--- src/hw/resonator_pkg.sv ---
package resonator_pkg;

	// ----------------------------------------------------------------------
	// Sizes and address map
	// ----------------------------------------------------------------------
	localparam int HARM_MAX = 25;
	localparam int ADDR_W = 5;
	localparam int HCNT_W = 5;
	localparam int FRAC_BITS = 16;
	localparam int SAMPLE_W = 18;
	localparam int WORD_W = 2 * SAMPLE_W;
	localparam int ACC_W = 38;

	// Operands arrive this many cycles after the read address
	localparam int MAC_DELAY = 2;

	// ----------------------------------------------------------------------
	// Types
	// ----------------------------------------------------------------------
	typedef logic signed [SAMPLE_W-1:0] sample_t;
	typedef logic [WORD_W-1:0] word_t;
	typedef logic signed [ACC_W-1:0] acc_t;
	typedef logic [ADDR_W-1:0] addr_t;
	typedef logic [HCNT_W-1:0] hcnt_t;

	// Common word sits right above the last harmonic
	localparam addr_t COMMON_ADDR = addr_t'(HARM_MAX);

	typedef enum logic [1:0] {
		OP_IDLE,
		OP_HARM,
		OP_SUM
	} mac_op_e;

	typedef enum logic [1:0] {
		ST_IDLE,
		ST_LOAD,
		ST_RUN,
		ST_DRAIN
	} seq_state_e;

endpackage

--- src/hw/mac_ctrl_if.sv ---
interface mac_ctrl_if;
	import resonator_pkg::*;

	// One datapath operation per cycle, valid when op is not OP_IDLE
	mac_op_e op;
	addr_t waddr;
	logic first;
	sample_t e;

	modport seq (
		output op,
		output waddr,
		output first,
		output e
	);

	modport mac (
		input op,
		input waddr,
		input first,
		input e
	);

endinterface

--- src/hw/resonator_sequencer.sv ---
module resonator_sequencer (
	input logic clk_i,
	input logic harmonics_rst,
	input logic start_i,
	input resonator_pkg::word_t coef_rdata_i,
	output resonator_pkg::addr_t coef_raddr_o,
	output resonator_pkg::addr_t state_raddr_o,
	output logic busy_o,
	mac_ctrl_if.seq ctrl
);
	import resonator_pkg::*;

	seq_state_e state_q;
	hcnt_t hidx_q;
	hcnt_t last_q;
	hcnt_t cnt_raw;
	hcnt_t last_idx;
	logic [$clog2(MAC_DELAY + 2)-1:0] wait_q;
	addr_t raddr_q;
	logic busy_q;
	logic load_done;
	logic run_last;

	// Both memories are read at the same index
	assign coef_raddr_o = raddr_q;
	assign state_raddr_o = raddr_q;
	assign ctrl.waddr = raddr_q;
	assign busy_o = busy_q;

	assign load_done = (state_q == ST_LOAD) && (wait_q == MAC_DELAY);
	assign run_last = (state_q == ST_RUN) && (hidx_q == last_q);

	// Clamp the harmonic count, 0 still runs one harmonic
	assign cnt_raw = coef_rdata_i[HCNT_W-1:0];
	always_comb begin
		if (cnt_raw == '0)
			last_idx = '0;
		else if (cnt_raw > HARM_MAX)
			last_idx = hcnt_t'(HARM_MAX - 1);
		else
			last_idx = cnt_raw - 1'b1;
	end

	// ----------------------------------------------------------------------
	// Frame FSM
	// ----------------------------------------------------------------------
	always_ff @(posedge clk_i) begin
		if (harmonics_rst) begin
			state_q <= ST_IDLE;
			busy_q <= 1'b0;
			wait_q <= '0;
			hidx_q <= '0;
			ctrl.op <= OP_IDLE;
		end else begin
			ctrl.op <= OP_IDLE;
			wait_q <= wait_q + 1'b1;
			case (state_q)
				ST_IDLE: begin
					if (start_i) begin
						state_q <= ST_LOAD;
						busy_q <= 1'b1;
						wait_q <= '0;
					end
				end
				ST_LOAD: begin
					if (load_done) begin
						state_q <= ST_RUN;
						hidx_q <= '0;
						ctrl.op <= OP_HARM;
					end
				end
				ST_RUN: begin
					if (run_last) begin
						state_q <= ST_DRAIN;
						wait_q <= '0;
						ctrl.op <= OP_SUM;
					end else begin
						hidx_q <= hidx_q + 1'b1;
						ctrl.op <= OP_HARM;
					end
				end
				default: begin
					// Let the sum write leave the MAC before dropping busy
					if (wait_q == MAC_DELAY + 1) begin
						state_q <= ST_IDLE;
						busy_q <= 1'b0;
					end
				end
			endcase
		end
	end

	// Addresses and frame constants
	always_ff @(posedge clk_i) begin
		ctrl.first <= load_done;
		if (state_q == ST_IDLE)
			raddr_q <= COMMON_ADDR;
		if (load_done) begin
			last_q <= last_idx;
			ctrl.e <= coef_rdata_i[WORD_W-1:SAMPLE_W];
			raddr_q <= '0;
		end
		if (state_q == ST_RUN) begin
			if (run_last)
				raddr_q <= COMMON_ADDR;
			else
				raddr_q <= addr_t'(hidx_q + 1'b1);
		end
	end

	a_busy_state: assert property (@(posedge clk_i) disable iff (harmonics_rst)
		(state_q != ST_IDLE) |-> busy_o)
		else $error("busy_o low while frame active");

	a_hidx_range: assert property (@(posedge clk_i) disable iff (harmonics_rst)
		hidx_q < HARM_MAX)
		else $error("harmonic counter out of range");

endmodule

--- src/hw/coef_ram.sv ---
module coef_ram (
	input logic clk_i,
	input logic we_i,
	input resonator_pkg::addr_t waddr_i,
	input resonator_pkg::word_t wdata_i,
	input resonator_pkg::addr_t raddr_i,
	output resonator_pkg::word_t rdata_o,
	input logic busy_i
);
	import resonator_pkg::*;

	word_t mem [0:HARM_MAX];
	word_t rd_q;

	// Host write port
	always_ff @(posedge clk_i) begin
		if (we_i)
			mem[waddr_i] <= wdata_i;
	end

	// Read register then output register
	always_ff @(posedge clk_i) begin
		rd_q <= mem[raddr_i];
		rdata_o <= rd_q;
	end

	// Coefficients must stay stable for the whole frame
	a_no_write_busy: assert property (@(posedge clk_i)
		!(we_i && busy_i))
		else $error("coefficient write while busy");

endmodule

--- src/hw/state_ram.sv ---
module state_ram (
	input logic clk_i,
	input logic we_i,
	input resonator_pkg::addr_t waddr_i,
	input resonator_pkg::word_t wdata_i,
	input resonator_pkg::addr_t raddr_i,
	output resonator_pkg::word_t rdata_o
);
	import resonator_pkg::*;

	word_t mem [0:HARM_MAX];
	word_t rd_q;

	// Resonators start from rest
	initial begin
		for (int i = 0; i <= HARM_MAX; i++) begin
			mem[i] = '0;
		end
	end

	// Writeback from the MAC
	always_ff @(posedge clk_i) begin
		if (we_i)
			mem[waddr_i] <= wdata_i;
	end

	// Same two-stage read as the coefficient memory
	always_ff @(posedge clk_i) begin
		rd_q <= mem[raddr_i];
		rdata_o <= rd_q;
	end

	a_waddr_range: assert property (@(posedge clk_i)
		we_i |-> (waddr_i <= HARM_MAX))
		else $error("state write address out of range");

endmodule

--- src/hw/resonator_mac.sv ---
module resonator_mac (
	input logic clk_i,
	input logic harmonics_rst,
	mac_ctrl_if.mac ctrl,
	input resonator_pkg::word_t coef_i,
	input resonator_pkg::word_t state_i,
	output logic we_o,
	output resonator_pkg::addr_t waddr_o,
	output resonator_pkg::word_t wdata_o
);
	import resonator_pkg::*;

	mac_op_e op_d [MAC_DELAY];
	addr_t waddr_d [MAC_DELAY];
	logic first_d [MAC_DELAY];
	sample_t e_d [MAC_DELAY];

	mac_op_e op_now;
	sample_t c;
	sample_t s;
	sample_t x1;
	sample_t x2;
	sample_t new_x1;
	sample_t sum_q;
	acc_t prod_cx;
	acc_t prod_se;
	acc_t x2_sh;
	acc_t acc;
	logic seen_op;

	// ----------------------------------------------------------------------
	// Control delay, lines up with the registered memory reads
	// ----------------------------------------------------------------------
	always_ff @(posedge clk_i) begin
		if (harmonics_rst) begin
			for (int i = 0; i < MAC_DELAY; i++)
				op_d[i] <= OP_IDLE;
		end else begin
			op_d[0] <= ctrl.op;
			for (int i = 1; i < MAC_DELAY; i++)
				op_d[i] <= op_d[i-1];
		end
	end

	always_ff @(posedge clk_i) begin
		waddr_d[0] <= ctrl.waddr;
		first_d[0] <= ctrl.first;
		e_d[0] <= ctrl.e;
		for (int i = 1; i < MAC_DELAY; i++) begin
			waddr_d[i] <= waddr_d[i-1];
			first_d[i] <= first_d[i-1];
			e_d[i] <= e_d[i-1];
		end
	end

	assign op_now = op_d[MAC_DELAY-1];

	// Operand split: coef word is {c, s}, state word is {x1, x2}
	assign c = coef_i[WORD_W-1:SAMPLE_W];
	assign s = coef_i[SAMPLE_W-1:0];
	assign x1 = state_i[WORD_W-1:SAMPLE_W];
	assign x2 = state_i[SAMPLE_W-1:0];

	assign prod_cx = c * x1;
	assign prod_se = s * e_d[MAC_DELAY-1];
	assign x2_sh = acc_t'(x2) <<< FRAC_BITS;
	assign acc = prod_cx - x2_sh + prod_se;

	// Arithmetic shift by FRAC_BITS then truncate
	assign new_x1 = acc[FRAC_BITS +: SAMPLE_W];

	// ----------------------------------------------------------------------
	// Result register and running sum
	// ----------------------------------------------------------------------
	always_ff @(posedge clk_i) begin
		if (harmonics_rst)
			we_o <= 1'b0;
		else
			we_o <= (op_now != OP_IDLE);
	end

	always_ff @(posedge clk_i) begin
		waddr_o <= waddr_d[MAC_DELAY-1];
		if (op_now == OP_SUM)
			wdata_o <= {{SAMPLE_W{sum_q[SAMPLE_W-1]}}, sum_q};
		else
			wdata_o <= {new_x1, x1};
		// Wraps at 18 bits
		if (op_now == OP_HARM)
			sum_q <= first_d[MAC_DELAY-1] ? new_x1 : sum_q + new_x1;
	end

	always_ff @(posedge clk_i) begin
		if (harmonics_rst)
			seen_op <= 1'b0;
		else if (ctrl.op != OP_IDLE)
			seen_op <= 1'b1;
	end

	a_we_after_op: assert property (@(posedge clk_i) disable iff (harmonics_rst)
		we_o |-> seen_op)
		else $error("state write without an issued operation");

endmodule

--- src/hw/resonator_top.sv ---
module resonator_top (
	input logic clk_i,
	input logic harmonics_rst,
	input logic start_i,
	input logic coef_we_i,
	input resonator_pkg::addr_t coef_addr_i,
	input resonator_pkg::word_t coef_data_i,
	output logic busy_o,
	output logic res_we_o,
	output resonator_pkg::addr_t res_addr_o,
	output resonator_pkg::word_t res_data_o
);
	import resonator_pkg::*;

	addr_t coef_raddr;
	addr_t state_raddr;
	word_t coef_rdata;
	word_t state_rdata;

	mac_ctrl_if ctrl_if ();

	resonator_sequencer i_sequencer (
		.clk_i(clk_i),
		.harmonics_rst(harmonics_rst),
		.start_i(start_i),
		.coef_rdata_i(coef_rdata),
		.coef_raddr_o(coef_raddr),
		.state_raddr_o(state_raddr),
		.busy_o(busy_o),
		.ctrl(ctrl_if.seq)
	);

	coef_ram i_coef_ram (
		.clk_i(clk_i),
		.we_i(coef_we_i),
		.waddr_i(coef_addr_i),
		.wdata_i(coef_data_i),
		.raddr_i(coef_raddr),
		.rdata_o(coef_rdata),
		.busy_i(busy_o)
	);

	// State write port is mirrored on the result outputs
	state_ram i_state_ram (
		.clk_i(clk_i),
		.we_i(res_we_o),
		.waddr_i(res_addr_o),
		.wdata_i(res_data_o),
		.raddr_i(state_raddr),
		.rdata_o(state_rdata)
	);

	resonator_mac i_mac (
		.clk_i(clk_i),
		.harmonics_rst(harmonics_rst),
		.ctrl(ctrl_if.mac),
		.coef_i(coef_rdata),
		.state_i(state_rdata),
		.we_o(res_we_o),
		.waddr_o(res_addr_o),
		.wdata_o(res_data_o)
	);

endmodule

--- config.mk ---
export PLATFORM = sky130hd
export DESIGN_NAME = resonator_top
export DESIGN_NICKNAME = d
export VERILOG_FILES = /design/src/hw/resonator_pkg.sv /design/src/hw/mac_ctrl_if.sv /design/src/hw/resonator_sequencer.sv /design/src/hw/coef_ram.sv /design/src/hw/state_ram.sv /design/src/hw/resonator_mac.sv /design/src/hw/resonator_top.sv
export SDC_FILE = /design/constraint.sdc
export NUM_CORES = 2
export LEC_CHECK = 0
export BUFFER_PORTS_ARGS = -buffer_cell sky130_fd_sc_hd__buf_2
export CAP_MARGIN = 20
export CORE_MARGIN = 2
export CORE_UTILIZATION = 44
export CTS_CLUSTER_DIAMETER = 40
export DETAILED_ROUTE_END_ITERATION = 7
export MAX_ROUTING_LAYER = met4
export PLACE_DENSITY = 0.67
export RECOVER_POWER = 25
export SLEW_MARGIN = 20
export SYNTH_ARGS = -nofsm -noshare
export SYNTH_HDL_FRONTEND = slang
export SYNTH_SLANG_ARGS = --single-unit
--- constraint.sdc ---
create_clock -name clk_i -period 18.3 [get_ports clk_i]
set_input_delay 3.66 -clock clk_i [delete_from_list [all_inputs] [get_ports clk_i]]
set_output_delay 3.66 -clock clk_i [all_outputs]
set_load 0.05 [all_outputs]
==> out/qor.yml <==
ys_ff_latch: 2169
fillers: 18830
port-buffer-count: 87
fp.dieW_um: 488.7
rsz0062_at_grt: "no"
hold_class: "flip-flop to flip-flop"
critPathKind: "flip-flop to flip-flop"
crit_start: "i_coef_ram.rdata_o[20]"
final-setup-viol-count: 0
syn_area_per_cell_um2: 16.96
crit_path_end_kind: "flip-flop"
htree_levels: 5
cts_tree: "built"
final_nets: 7218
vias: 52850
place_congestion: 0.9074
ys.flop_type: "edfxtp_1"
syn_inst: 6093
syn_nets: 7016
drive_gt1_share_pct: 19.41
worstMarginPinSlew_ns: 1.298
maxSlewHeadroom_pct: 13.34
yosysMostFrequentCell: "edfxtp_1"
wire_per_inst_um: 25.71
fmax_mhz: 98.77
finalMaxSlewViolations: 0
cts_hold_buf: 0
drt_iter0_markers: 5549
cp-start-kind: "flip-flop"
holdCritStartpoint: "i_sequencer.ctrl.e[5]"
fin_tns_setup_ns: 0
row_count: 177
final_antenna_net_count: 0
cts.repair.resized: 0
wirelength_um: 248200
max_stage_delay_ns: 0.90
clock_sinks: 2169
grt_pass1_vias: 55500
clk_pin_slew_ns: 0.05
synth_warnings: 0
grt_pass1_wl_um: 370100
synth_commonest_cells: "1918 x edfxtp_1, 774 x inv_1, 721 x fa_1, 504 x mux4_2, 384 x nand2_1"
synth_area_leaders: "edfxtp_1 56%, fa_1 14%, mux4_2 11%, dfxtp_1 4.9%, inv_1 2.8%"
clockBufferDepth: 4
synth.top_cell.area_share_pct: 55.73
critPathMaxFanout: 19
seq_area_frac_synth_pct: 60.59
start_util_pct: 44.36
reg2reg_from: "i_coef_ram.rdata_o[20]"
cpMaxStageDelayCell: "clkbuf_1"
synthDistinctLibCells: 59
core_um2: 233000
cts_made_buffers: 282
root_buffer: "clkbuf_16"
overflow: 0
drv_cap: 0
critPathMostFrequentCell: "fa_1"
final_util_pct: 50.20
dieArea_um2: 238800
place_ws_ns: 8.433
postCtsSetupBuffers: 0
grt_max_degree: 130
netlist_area_um2: 103400
grtUsageTotal_pct: 21.75
async_reset_ff_share_pct: 0
dpl.hpwl_um: 150000
timing.final.hold_violations: 0
finalCriticalPeriod_ns: 10.12
drc_errors: 0
synth_area_leader_cell: "edfxtp_1"
finalCritPeriodShare_pct: 55.32
pin_count: 88
skew_ns: 0.07221
outcome: "finished, final reports clean"
finalWorstSetupSlack_ns: 8.176
synth_edf_count: 1918
critPathRequiredTime_ns: 18.94
via_per_inst: 5.475
clk_latency_ns: 0.95
crit_arrival_ns: 10.76
die_h_um: 488.7
antenna_found_initial: 19
dr.pass1.iters: 5
synthToLayoutAreaGrowth_pct: 13.16
## per-layer routing
layer / share of wire, % / vias to the layer above / track usage, %
met3: 7.4 / 319 / 3.836
met5: 0 / - / -
li1: - / 22250 / -
met1: 43 / 28370 / 30.66
met4: 1.8 / 0 / 4.779
met2: 48 / 1911 / 33.36
## worst max-delay path: cells and delay by family (launching register included)
kind | cells | cell delay [ns]
DFF | 1 | 0.30
AOI/OAI and AO/OA | 11 | 2.77
xor gates and xnor gates | 2 | 0.45
and+or+nand+nor | 3 | 0.52
buffers and inverters | 6 | 1.24
adders and majority gates | 10 | 4.26
muxes | 1 | 0.26
## through the flow
stage / instances / hold slack [ns] / cell area [um2]
after floorplan: 6093 / 0.3096 / 103400
after global placement: 9143 / 0.3101 / 107900
after detailed placement: 9143 / 0.3128 / 107900
after CTS: 9638 / 0.3151 / 117000
after global routing: 9650 / 0.3207 / 117000
final: 9652 / 0.3223 / 117000
## layout by cell type, fill, tap and decap left out, types with 15 or more instances in the layout
cell type	Yosys	final
and2_1	312	312
nor2_1	109	57
edfxtp_1	1918	1918
clkbuf_16	0	287
inv_1	774	774
o21ai_0	38	38
clkinv_2	0	21
buf_4	0	89
a21oi_1	107	107
mux4_2	504	504
dfxtp_1	251	251
clkinv_1	0	15
fa_1	721	721
clkbuf_1	209	60
nand2b_1	28	28
nor2b_1	81	80
buf_2	48	87
xnor2_1	54	54
mux2i_1	76	76
nand2_1	384	384
ha_1	157	157
bufinv_16	0	21
nor2_4	0	52
inv_6	0	38
a211oi_1	79	79
clkinvlp_4	0	27
xor2_1	19	19
mux2_2	76	76
## cells by family (layout without fill, tap and decap cells)
logic type | Yosys count | count (layout) | synth area share (%)
compound gates | 286 | 286 | 1.749
xor+xnor | 73 | 73 | 0.6186
fa+ha+maj | 878 | 878 | 15.87
buf+inv | 1047 | 1460 | 3.861
flops | 2169 | 2169 | 60.59
mux | 656 | 656 | 12.55
other cells | 0 | 14 | 0
simple gates | 984 | 984 | 4.770
## registers in the layout (all words and copies together) (netlist names), 4 cells and up
name,count
i_state_ram.rdata_o,36
i_coef_ram.rd_q,36
i_mac.wdata_o,36
i_mac.op_d,4
i_sequencer.coef_raddr_o,5
i_mac.sum_q,18
i_sequencer.hidx_q,5
i_coef_ram.mem,936
i_sequencer.ctrl.e,18
i_state_ram.mem,936
i_state_ram.rd_q,36
i_mac.e_d,36
i_coef_ram.rdata_o,36
i_mac.waddr_d,10
i_sequencer.last_q,5
i_mac.waddr_o,5
## area by class of cell
cell class,instances,area [um2],area share (%)
Sequential cell,2169,62620,53.54
Multi-Input combinational cell,2877,37140,31.75
Clock buffer,348,7511,6.422
Tap cell,3132,3919,3.351
Inverter,775,2909,2.487
Clock inverter,147,1589,1.359
Timing Repair Buffer,190,1237,1.058
Antenna cell,14,35.03,0.02995
## worst paths after layout
kind                                        end  depth (start not counted)  slack [ns]
worst max-delay path            i_mac.sum_q[15]                         33        8.18
worst max register to register  i_mac.sum_q[15]                         33        8.18
worst min-delay path            i_mac.e_d[0][5]                          0        0.32
worst min register to register  i_mac.e_d[0][5]                          0        0.32
Power is not shown: default switching activity piles up to over one toggle a cycle in this logic, so the estimate is an artifact.
